==> src/logic/blit_cfg.svh <==
`ifndef BLIT_CFG_SVH
`define BLIT_CFG_SVH

// VRAM data word width
`define BLIT_WORD_W   16

// VRAM word address width
`define BLIT_ADDR_W   16

// nibbles per word, one write-mask bit each
`define BLIT_NIBBLES  4

// host register number width
`define BLIT_REG_W    4

`endif

==> src/logic/blit_pkg.sv <==
`default_nettype none

`include "blit_cfg.svh"

package blit_pkg;

    typedef logic [`BLIT_WORD_W-1:0]  word_t;
    typedef logic [`BLIT_ADDR_W-1:0]  addr_t;
    typedef logic [`BLIT_NIBBLES-1:0] nib_mask_t;

    // host register numbers, 7 left free
    typedef enum logic [`BLIT_REG_W-1:0] {
        CTRL  = 0,      // s_const, transp, transp_t
        ANDC  = 1,
        XOR   = 2,
        MOD_S = 3,
        SRC_S = 4,
        MOD_D = 5,
        DST_D = 6,
        LINES = 8,      // count minus one
        WORDS = 9       // write queues the blit
    } blit_reg_e;

    typedef enum logic [2:0] {
        IDLE,
        SETUP,
        LINE_BEG,
        RD_S,
        WR_D,
        LINE_END
    } blit_state_e;

    typedef struct packed {
        logic       s_const;    // use src_s as constant source
        logic       transp;     // 4-bit transparency enable
        logic [7:0] transp_t;   // transparent nibbles, upper for odd
        word_t      andc;
        word_t      xorv;
        word_t      mod_s;
        word_t      src_s;
        word_t      mod_d;
        word_t      dst_d;
        word_t      lines;
        word_t      words;
    } blit_params_t;

    typedef struct packed {
        logic       sel;        // held until ack
        logic       wr;
        nib_mask_t  wr_mask;
        addr_t      addr;
        word_t      data;
    } vram_req_t;

endpackage

`default_nettype wire

==> src/logic/blit_regs.sv <==
`default_nettype none
`timescale 1ns/1ps

module blit_regs (
    input  wire logic                   clk,
    input  wire logic                   reset_i,
    input  wire logic                   reg_wr_i,       // one register write per strobe
    input  wire blit_pkg::blit_reg_e    reg_num_i,
    input  wire blit_pkg::word_t        reg_data_i,
    input  wire logic                   setup_i,        // sequencer takes the queued blit
    output logic                        queued_o,
    output blit_pkg::blit_params_t      active_o
);
    import blit_pkg::*;

    blit_params_t   queued_set;     // host side, rewritable while a blit runs
    logic           words_wr;

    assign words_wr = reg_wr_i && (reg_num_i == WORDS);

    always_ff @(posedge clk) begin
        if (reg_wr_i) begin
            case (reg_num_i)
                CTRL: begin
                    queued_set.s_const  <= reg_data_i[0];
                    queued_set.transp   <= reg_data_i[4];
                    queued_set.transp_t <= reg_data_i[15:8];
                end
                ANDC: begin
                    queued_set.andc     <= reg_data_i;
                end
                XOR: begin
                    queued_set.xorv     <= reg_data_i;
                end
                MOD_S: begin
                    queued_set.mod_s    <= reg_data_i;
                end
                SRC_S: begin
                    queued_set.src_s    <= reg_data_i;
                end
                MOD_D: begin
                    queued_set.mod_d    <= reg_data_i;
                end
                DST_D: begin
                    queued_set.dst_d    <= reg_data_i;
                end
                LINES: begin
                    queued_set.lines    <= reg_data_i;
                end
                WORDS: begin
                    queued_set.words    <= reg_data_i;
                end
                default: begin
                end
            endcase
        end
    end

    // a WORDS write in the setup cycle keeps the slot full
    always_ff @(posedge clk) begin
        if (reset_i) begin
            queued_o <= 1'b0;
        end else if (words_wr) begin
            queued_o <= 1'b1;
        end else if (setup_i) begin
            queued_o <= 1'b0;
        end
    end

    always_ff @(posedge clk) begin
        if (setup_i) begin
            active_o <= queued_set;                 // old set, before this cycle's write
        end
    end

endmodule

`default_nettype wire

==> src/logic/blit_seq.sv <==
`default_nettype none
`timescale 1ns/1ps

`include "blit_cfg.svh"

module blit_seq (
    input  wire logic                   clk,
    input  wire logic                   reset_i,
    input  wire logic                   queued_i,
    input  wire blit_pkg::blit_params_t params_i,
    input  wire logic                   vram_ack_i,
    input  wire blit_pkg::word_t        vram_data_i,    // valid in the ack cycle
    output logic                        setup_o,
    output blit_pkg::word_t             val_s_o,
    output logic                        sel_o,
    output logic                        wr_o,
    output blit_pkg::addr_t             addr_o,
    output logic                        busy_o,
    output logic                        done_o
);
    import blit_pkg::*;

    blit_state_e            state;
    addr_t                  src_run;        // next source word
    addr_t                  dst_run;        // next destination word
    logic [`BLIT_WORD_W:0]  line_cnt;       // msb is underflow, last line
    logic [`BLIT_WORD_W:0]  word_cnt;       // msb is underflow, last word
    logic                   last_line;
    logic                   last_word;
    logic                   advance;

    assign last_line = line_cnt[`BLIT_WORD_W];
    assign last_word = word_cnt[`BLIT_WORD_W];
    assign advance   = !sel_o || vram_ack_i;    // stall while a request waits
    assign busy_o    = (state != IDLE);

    // active set loads on the edge into SETUP, sel is low in both states
    assign setup_o = queued_i && ((state == IDLE) || (state == LINE_END && last_line));

    always_ff @(posedge clk) begin
        if (reset_i) begin
            state  <= IDLE;
            sel_o  <= 1'b0;
            wr_o   <= 1'b0;
            done_o <= 1'b0;
        end else begin
            done_o <= 1'b0;
            if (advance) begin
                case (state)
                    IDLE: begin
                        if (queued_i) begin
                            state <= SETUP;
                        end
                    end
                    SETUP: begin
                        state <= LINE_BEG;
                    end
                    LINE_BEG: begin
                        sel_o <= 1'b1;
                        wr_o  <= params_i.s_const;          // constant fill skips the read
                        state <= params_i.s_const ? WR_D : RD_S;
                    end
                    RD_S: begin
                        wr_o  <= 1'b1;
                        state <= WR_D;
                    end
                    WR_D: begin
                        if (last_word) begin
                            sel_o <= 1'b0;
                            wr_o  <= 1'b0;
                            state <= LINE_END;
                        end else if (!params_i.s_const) begin
                            wr_o  <= 1'b0;
                            state <= RD_S;
                        end
                    end
                    LINE_END: begin
                        if (last_line) begin
                            done_o <= 1'b1;
                            state  <= queued_i ? SETUP : IDLE;  // next blit starts directly
                        end else begin
                            state  <= LINE_BEG;
                        end
                    end
                    default: begin
                        state <= IDLE;
                    end
                endcase
            end
        end
    end

    always_ff @(posedge clk) begin
        if (advance) begin
            case (state)
                SETUP: begin
                    src_run  <= params_i.src_s;
                    dst_run  <= params_i.dst_d;
                    val_s_o  <= params_i.src_s;                 // constant source value
                    line_cnt <= {1'b0, params_i.lines};
                end
                LINE_BEG: begin
                    line_cnt <= line_cnt - 1'b1;                // pre-decrement
                    word_cnt <= {1'b0, params_i.words} - 1'b1;
                    addr_o   <= params_i.s_const ? dst_run : src_run;
                end
                RD_S: begin
                    val_s_o  <= vram_data_i;
                    src_run  <= addr_o + 1'b1;
                    addr_o   <= dst_run;
                end
                WR_D: begin
                    dst_run  <= addr_o + 1'b1;
                    word_cnt <= word_cnt - 1'b1;
                    addr_o   <= params_i.s_const ? addr_o + 1'b1 : src_run;
                end
                LINE_END: begin
                    src_run  <= src_run + params_i.mod_s;      // end of line modulo
                    dst_run  <= dst_run + params_i.mod_d;
                end
                default: begin
                end
            endcase
        end
    end

endmodule

`default_nettype wire

==> src/logic/blit_pixel_op.sv <==
`default_nettype none
`timescale 1ns/1ps

`include "blit_cfg.svh"

module blit_pixel_op (
    input  wire blit_pkg::word_t        val_s_i,        // read word or constant
    input  wire blit_pkg::blit_params_t params_i,
    output blit_pkg::word_t             data_o,
    output blit_pkg::nib_mask_t         wr_mask_o
);
    import blit_pkg::*;

    word_t  d_ca;       // source with andc bits knocked out

    assign d_ca   = val_s_i & ~params_i.andc;
    assign data_o = d_ca ^ params_i.xorv;

    // transparency tests the value before the xor
    for (genvar i = 0; i < `BLIT_NIBBLES; i++) begin : g_nib
        logic [3:0] t_nib;

        // odd nibbles match the upper half of transp_t
        assign t_nib = params_i.transp_t[(i % 2) * 4 +: 4];

        assign wr_mask_o[i] = !(params_i.transp && (d_ca[i * 4 +: 4] == t_nib));
    end

endmodule

`default_nettype wire

==> src/logic/blitter_top.sv <==
`default_nettype none
`timescale 1ns/1ps

module blitter_top (
    input  wire logic                   clk,
    input  wire logic                   reset_i,
    input  wire logic                   reg_wr_i,
    input  wire blit_pkg::blit_reg_e    reg_num_i,
    input  wire blit_pkg::word_t        reg_data_i,
    input  wire logic                   vram_ack_i,
    input  wire blit_pkg::word_t        vram_data_i,
    output blit_pkg::vram_req_t         vram_req_o,
    output logic                        busy_o,
    output logic                        full_o,
    output logic                        done_o
);
    import blit_pkg::*;

    logic           queued;
    logic           setup;
    blit_params_t   active;
    word_t          val_s;
    logic           sel;
    logic           wr;
    addr_t          addr;
    word_t          data;
    nib_mask_t      wr_mask;

    assign full_o = queued;                 // one blit waiting in the bank

    blit_regs i_regs (
        .clk        (clk),
        .reset_i    (reset_i),
        .reg_wr_i   (reg_wr_i),
        .reg_num_i  (reg_num_i),
        .reg_data_i (reg_data_i),
        .setup_i    (setup),
        .queued_o   (queued),
        .active_o   (active)
    );

    blit_seq i_seq (
        .clk         (clk),
        .reset_i     (reset_i),
        .queued_i    (queued),
        .params_i    (active),
        .vram_ack_i  (vram_ack_i),
        .vram_data_i (vram_data_i),
        .setup_o     (setup),
        .val_s_o     (val_s),
        .sel_o       (sel),
        .wr_o        (wr),
        .addr_o      (addr),
        .busy_o      (busy_o),
        .done_o      (done_o)
    );

    blit_pixel_op i_pixel_op (
        .val_s_i   (val_s),
        .params_i  (active),
        .data_o    (data),
        .wr_mask_o (wr_mask)
    );

    assign vram_req_o = '{sel: sel, wr: wr, wr_mask: wr_mask, addr: addr, data: data};

endmodule

`default_nettype wire

==> config.mk <==
export PLATFORM = sky130hd
export DESIGN_NAME = blitter_top
export DESIGN_NICKNAME = d
export VERILOG_FILES = /design/src/logic/blit_pkg.sv /design/src/logic/blit_regs.sv /design/src/logic/blit_seq.sv /design/src/logic/blit_pixel_op.sv /design/src/logic/blitter_top.sv
export VERILOG_INCLUDE_DIRS = /design/src /design/src/logic
export SDC_FILE = /design/constraint.sdc
export NUM_CORES = 1
export LEC_CHECK = 0
export BUFFER_PORTS_ARGS = -buffer_cell sky130_fd_sc_hd__buf_2
export CAP_MARGIN = 20
export CORE_UTILIZATION = 59
export DETAILED_ROUTE_END_ITERATION = 6
export PLACE_DENSITY = 0.82
export SETUP_SLACK_MARGIN = 0.1
export SLEW_MARGIN = 20
export SYNTH_ARGS = -nofsm -noshare
export SYNTH_HDL_FRONTEND = slang
export SYNTH_SLANG_ARGS = --single-unit
==> constraint.sdc <==
create_clock -name clk -period 16.1 [get_ports clk]
set_input_delay 2.415 -clock clk [delete_from_list [all_inputs] [get_ports clk]]
set_output_delay 2.415 -clock clk [all_outputs]
set_load 0.01 [all_outputs]
==> key figures, run 1 <==
Critical path
  • Cell family with most CP delay: simple AND/OR/NAND/NOR gates
  • Worst Path Max Fanout: 2
  • CP Launch Type: register
  • Critical Path AT: 1780 ps
  • WP data required: 13690 ps
  • Critical setup path kind: reg2out
  • Critical Path Slowest Stage Cell: edfxtp_1
  • Crit-path max cell delay: 360 ps
  • Buf/Inv on CP: 1
  • CP Cell Sequence: nand2b_1 > xnor2_1 > nor3_1 > nand3b_1 > buf_2
  • Crit end category: output port

GRT
  • Initial antenna violation count: 2
  • Grt total ovfl: 0
  • Pin count of the biggest net entering global routing: 86
  • GR Util All Layers: 26.7%
  • Vias in the first global route: 9699
  • First-pass GRT wire length: 55.4 mm

STA
  • Final min period: 4200 ps
  • Slew headroom: 26.3%
  • Clock skew: 23.8 ps
  • Setup violators final: 0
  • Fmax: 0.238 GHz
  • Final hold vios: 0
  • Worst hold slack: 412 ps
  • Setup TNS: 0 ps
  • Tcrit/Tclk final: 26.1%
  • Final Slew Violations: 0
  • RSZ-0062 raised after global routing: no
  • Tightest Pin Transition: 1100 ps

Logic synthesis
  • Mapped Area: 16200 um^2
  • Async set-reset flop share out of synthesis: 0%
  • Post-synth EDFFs: 374
  • Syn Nets: 1226
  • YS warnings: 0
  • Top FF cell, synth: edfxtp_1
  • Syn Inst Count: 1151
  • #FFs+latches synth: 381
  • Post-synthesis cell type count: 71
  • Synthesized area per cell: 14.1 um^2
  • Seq/Total Area, Yosys: 70.1%

Detailed routing
  • Via count: 9989
  • Drt via density: 6.19
  • # DRC: 0
  • Drt initial violations: 1252
  • Wire per inst: 22.7 um
  • Antenna-violating nets left: 0
  • Final wirelength: 36.7 mm
  • Drt first pass iters: 5

Clock network
  • Clock-pin slew on the worst setup and hold paths: 60 ps
  • Post-CTS Setup Bufs: 0
  • Hold buffers post-CTS: 0
  • Sink Count: 381
  • PostCTS Resize Cnt: 0
  • H-tree Lvls: 2
  • Clock buffer depth: 3
  • Skew-Pair Late Insertion Delay: 540 ps
  • Clock root buffer: clkbuf_16
  • Inserted Clock Buffers: 38
  • CTS tree: built

Floorplanning
  • I/O pin cnt: 81
  • Die area: 28200 um^2
  • Core box area: 27000 um^2
  • DIE HEIGHT: 168 um
  • Starting density of the core: 60.2%
  • DIE WIDTH: 168 um
  • FP Rows: 60

Job
  • Maxcap violations: 0

Place
  • Port Buffers: 80
  • DP Wirelength: 24.4 mm
  • Gpl congestion: 1.01
  • Cell count after placement: 1547

Outcome
  • Status: complete, no violations

Cells and area
  • Cell Count, Final, Fillers Out: 1615
  • Layout Nets: 1321
  • P&R area growth vs syn: 13.1%
  • Share of layout cells above drive strength 1: 14.0%
  • ANT cells: 0

Hold path
  • Worst min path class: reg2reg

Power
  • Leak: 6.24 nW
  • Power Density: 112 nW/um^2
  • Peak supply drop: 0.0931 mV
-- worst paths after layout --
kind	from	to	slack, ps	cells past startpoint
setup / recovery	i_regs.active_o[124]	vram_req_o[35]	11900	5
hold / removal	i_regs.queued_set[94]	i_regs.active_o[94]	410	0
setup reg to reg	i_seq.state[2]	i_regs.active_o[1]	12060	6
hold reg to reg	i_regs.queued_set[94]	i_regs.active_o[94]	410	0
-- cells in the final DEF, fill, tap and decap left out, drive strengths merged, types with 15 or more instances in the layout --
master	Yosys	layout
a21oi	41	41
xnor2	72	72
nand2b	30	30
mux2i	26	26
nor2	82	82
clkbuf	32	47
xor2	21	21
nor3	34	34
inv	15	15
o21ai	70	70
edfxtp	374	374
ha	33	33
buf	9	96
nand2	126	126
-- cells in the mapped netlist, types with 3 or more instances --
cell type    n  share of area [%]
buf_4        3               0.14
nor4_1       8               0.31
o21a_1       5               0.23
a21oi_1     41                1.3
dfxtp_1      7               0.86
nor2_1      82                1.9
edfxtp_1   374                 69
o31ai_1      6               0.28
nor3b_1      5               0.23
and3_1       8               0.31
a21o_1       7               0.32
nor3_1      33                1.0
nor2b_1      4               0.15
nand4_1      7               0.27
mux2i_1     26                1.6
nand2_1    126                2.9
a221oi_1     3               0.16
a31oi_1      6               0.23
clkbuf_1    32               0.74
nand3b_1     6               0.28
buf_2        3              0.093
a221o_1      7               0.43
nand3_1     13               0.40
o221ai_1     9               0.49
inv_1       15               0.35
o21bai_1     4               0.19
xnor2_1     72                3.9
o21ai_0     67                2.1
or2_2        4               0.15
xor2_1      21                1.1
a22oi_1     13               0.60
ha_1        33                2.5
a211oi_1     8               0.37
or3_1        7               0.27
nand2b_1    30                1.2
o211ai_1     8               0.37
-- final cells by class --
class / count / area, um^2
inverters: 15 / 56.3
flip-flops and latches: 381 / 11400
fillers: 1752 / 8610
multi-input cells: 714 / 4680
well taps: 341 / 427
clock buffers: 47 / 1010
repair buffers: 96 / 520
clock inverters: 21 / 279
-- through the flow --
step	util, %	cell area [um^2]	setup WS [ps]	total power [mW]
floorplan	-	16200	8260	1.14
global placement	63.2	17000	12030	1.17
detailed placement	63.2	17000	11980	1.17
CTS	68.0	18300	11900	2.06
global route	68.1	18300	11790	2.10
finish	68.1	18300	11900	2.05
-- layer usage --
metal	track usage, %	vias up	share of wire, %
li1	-	4539	-
met1	36.9	4783	40
met2	42.3	570	46
met3	5.50	93	11
met4	9.53	4	3.0
met5	0	-	0.052
-- power by group --
group	internal, mW	leakage, nW	switching [mW]
clock	0.543	0.618	0.362
combinational	0.0135	2.19	0.0327
sequential	1.10	3.43	0.00597
total	1.65	6.24	0.401
-- kinds of logic (layout without fill, tap and decap cells) --
group	count (synthesis)	count (layout)	share of synthesized area, %
XOR/XNOR	93	93	5.02
adder cells (fa/ha/maj)	35	35	2.79
AND/OR/NAND/NOR	350	350	10.6
flip-flops	381	381	70.1
AO/OA/AOI/OAI	208	208	8.33
buffers and inverters	56	179	1.43
multiplexers	28	28	1.74
-- registers in the layout, summed over array words and instances (netlist names) --
register and count:
i_seq.sel_o 1, i_seq.done_o 1, i_seq.val_s_o 16, i_seq.word_cnt 17
i_regs.queued_set 138, i_seq.state 3, i_seq.line_cnt 17, i_seq.addr_o 16
i_seq.src_run 16, i_seq.dst_run 16, i_regs.queued_o 1, i_seq.wr_o 1
i_regs.active_o 138
No activity file was read; power rests on OpenSTA's default activity.
==> run 2, diff against run 1 <==
==> constraint.sdc (replaced) <==
create_clock -name clk -period 4 [get_ports clk]
set_input_delay 0.6 -clock clk [delete_from_list [all_inputs] [get_ports clk]]
set_output_delay 0.6 -clock clk [all_outputs]
set_load 0.01 [all_outputs]
==> run 2 against run 1 <==
Register-to-register slack worse by 11000 ps. Global-route usage rose by 0.99 points. Sequential power grew to 4.0 times the previous value. Sequential cell count unchanged.
==> key figures, run 2 (synthesis results as in run 1) <==
STA
  • Final Slew Violations: 0
  • Setup TNS: 0 ps
  • Slew headroom: 28.5%
  • Setup violators final: 0
  • Final hold vios: 0
  • RSZ-0062 raised after global routing: no
  • Clock skew: 29.5 ps
  • Tcrit/Tclk final: 72.3%
  • Tightest Pin Transition: 1070 ps
  • Worst hold slack: 332 ps
  • Final min period: 2890 ps
  • Fmax: 0.346 GHz

GRT
  • GR Util All Layers: 27.6%
  • Pin count of the biggest net entering global routing: 127
  • Vias in the first global route: 9867
  • Initial antenna violation count: 3
  • Grt total ovfl: 0
  • First-pass GRT wire length: 57.4 mm

Clock network
  • Inserted Clock Buffers: 39
  • Hold buffers post-CTS: 0
  • Clock buffer depth: 3
  • PostCTS Resize Cnt: 0
  • Clock-pin slew on the worst setup and hold paths: 60 ps
  • Skew-Pair Late Insertion Delay: 540 ps
  • Post-CTS Setup Bufs: 0
  • Clock root buffer: clkbuf_16
  • Sink Count: 381
  • H-tree Lvls: 2
  • CTS tree: built

Detailed routing
  • # DRC: 0
  • Antenna-violating nets left: 0
  • Drt first pass iters: 6
  • Drt initial violations: 1253
  • Wire per inst: 23.4 um
  • Via count: 10200
  • Final wirelength: 38.1 mm
  • Drt via density: 6.27

Power
  • Peak supply drop: 0.428 mV
  • Power Density: 449 nW/um^2
  • Leak: 6.29 nW

Cells and area
  • Final instance area: 18400 um^2
  • Multi-input gate area: 4670 um^2
  • Most frequent cells in the layout: edfxtp_1, nand2_1, nor2_1
  • Layout Nets: 1331
  • # fillers: 1754
  • P&R area growth vs syn: 13.5%
  • Most common cell after layout, fill and taps aside: edfxtp_1
  • Biggest regs: i_regs.active_o x138, i_regs.queued_set x138
  • Sequential cell area: 11400 um^2
  • Share of layout cells above drive strength 1: 14.6%

Critical path
  • Critical Path AT: 3180 ps
  • CP Cell Sequence: ha_1 > inv_1 > fa_1 > nand2b_1 > a211oi_1 > o41ai_1 > o21ai_1 > mux2i_1 > a221o_1
  • Critical setup path kind: reg2reg
  • Buf/Inv on CP: 1
  • Worst Path Max Fanout: 4
  • CP Launch Type: register
  • Critical Path Slowest Stage Cell: o41ai_1
  • Crit-path max cell delay: 670 ps
  • Crit end category: register
  • Flop2flop setup slack: 1110 ps
  • WP data required: 4290 ps
  • Cell family with most CP delay: compound AO/OA/AOI/OAI gates

Job
  • Maxcap violations: 0

Floorplanning
  • Core box area: 27000 um^2
  • DIE WIDTH: 168 um
  • Starting density of the core: 60.2%
  • FP Rows: 60
  • I/O pin cnt: 81
  • Die area: 28200 um^2
  • DIE HEIGHT: 168 um

Place
  • Port Buffers: 80
  • Gpl congestion: 0.980
  • DP Wirelength: 25.5 mm
  • Placed Area: 17100 um^2

Hold path
  • Worst min path class: in2reg

Outcome
  • Status: complete, no violations
==> run 2: changes by cell type in the layout (fill, tap and decap cells not counted), moves of 2 or more <==
cell / change
nor3_2: +2
buf_4: +8
nor2_2: -2
nor3_4: -2
==> run 2: worst register-to-register path: cells and delay by family, from the launching register on <==
| kind | cells | cell delay (ps) |
|---|---|---|
| compound gates | 4 | 1380 |
| flops | 1 | 410 |
| simple gates | 1 | 170 |
| mux | 1 | 180 |
| fa+ha+maj | 2 | 440 |
| buf+inv | 1 | 90 |
==> run 2: path summary, 6_finish.rpt <==
path / from / end / cells past startpoint
setup / recovery: i_seq.dst_run[0] / i_seq.dst_run[12] / 9
hold / removal: vram_data_i[9] / i_seq.val_s_o[9] / 3
setup reg to reg: i_seq.dst_run[0] / i_seq.dst_run[12] / 9
hold reg to reg: i_regs.queued_set[46] / i_regs.active_o[46] / 0
==> run 2: per-layer routing <==
metal,share of wire [%],GRT usage [%]
met3,12,7.59
met4,3.7,11.2
met5,0.047,0
met2,46,42.7
met1,38,37.5
==> run 2: report_power, final <==
| group | switching (mW) | internal [mW] |
|---|---|---|
| combinational | 0.131 | 0.0554 |
| sequential | 0.0234 | 4.41 |
| clock | 1.49 | 2.16 |
| total | 1.64 | 6.63 |
==> run 2: area by class of cell <==
class / instances / share of cell area, %
timing repair buffer: 105 / 3.26
clock buffer: 48 / 5.60
antenna: 1 / 0.0136
clock inverter: 22 / 1.38
inverter: 15 / 0.306
tap: 341 / 2.32
sequential: 381 / 61.7
multi-input combinational: 714 / 25.4
==> run 2: through the flow <==
stage          utilization (%)  total power, mW  instances  setup slack (ps)
3_5_place_dp              63.6             4.70       1556              1160
6_report                  68.3             8.27       1627              1110
2_1_floorplan                -             4.59       1151               367
5_1_grt                   68.3             8.45       1626               944
3_3_place_gp              63.6             4.69       1556              1240
4_1_cts                   68.3             8.28       1626              1140
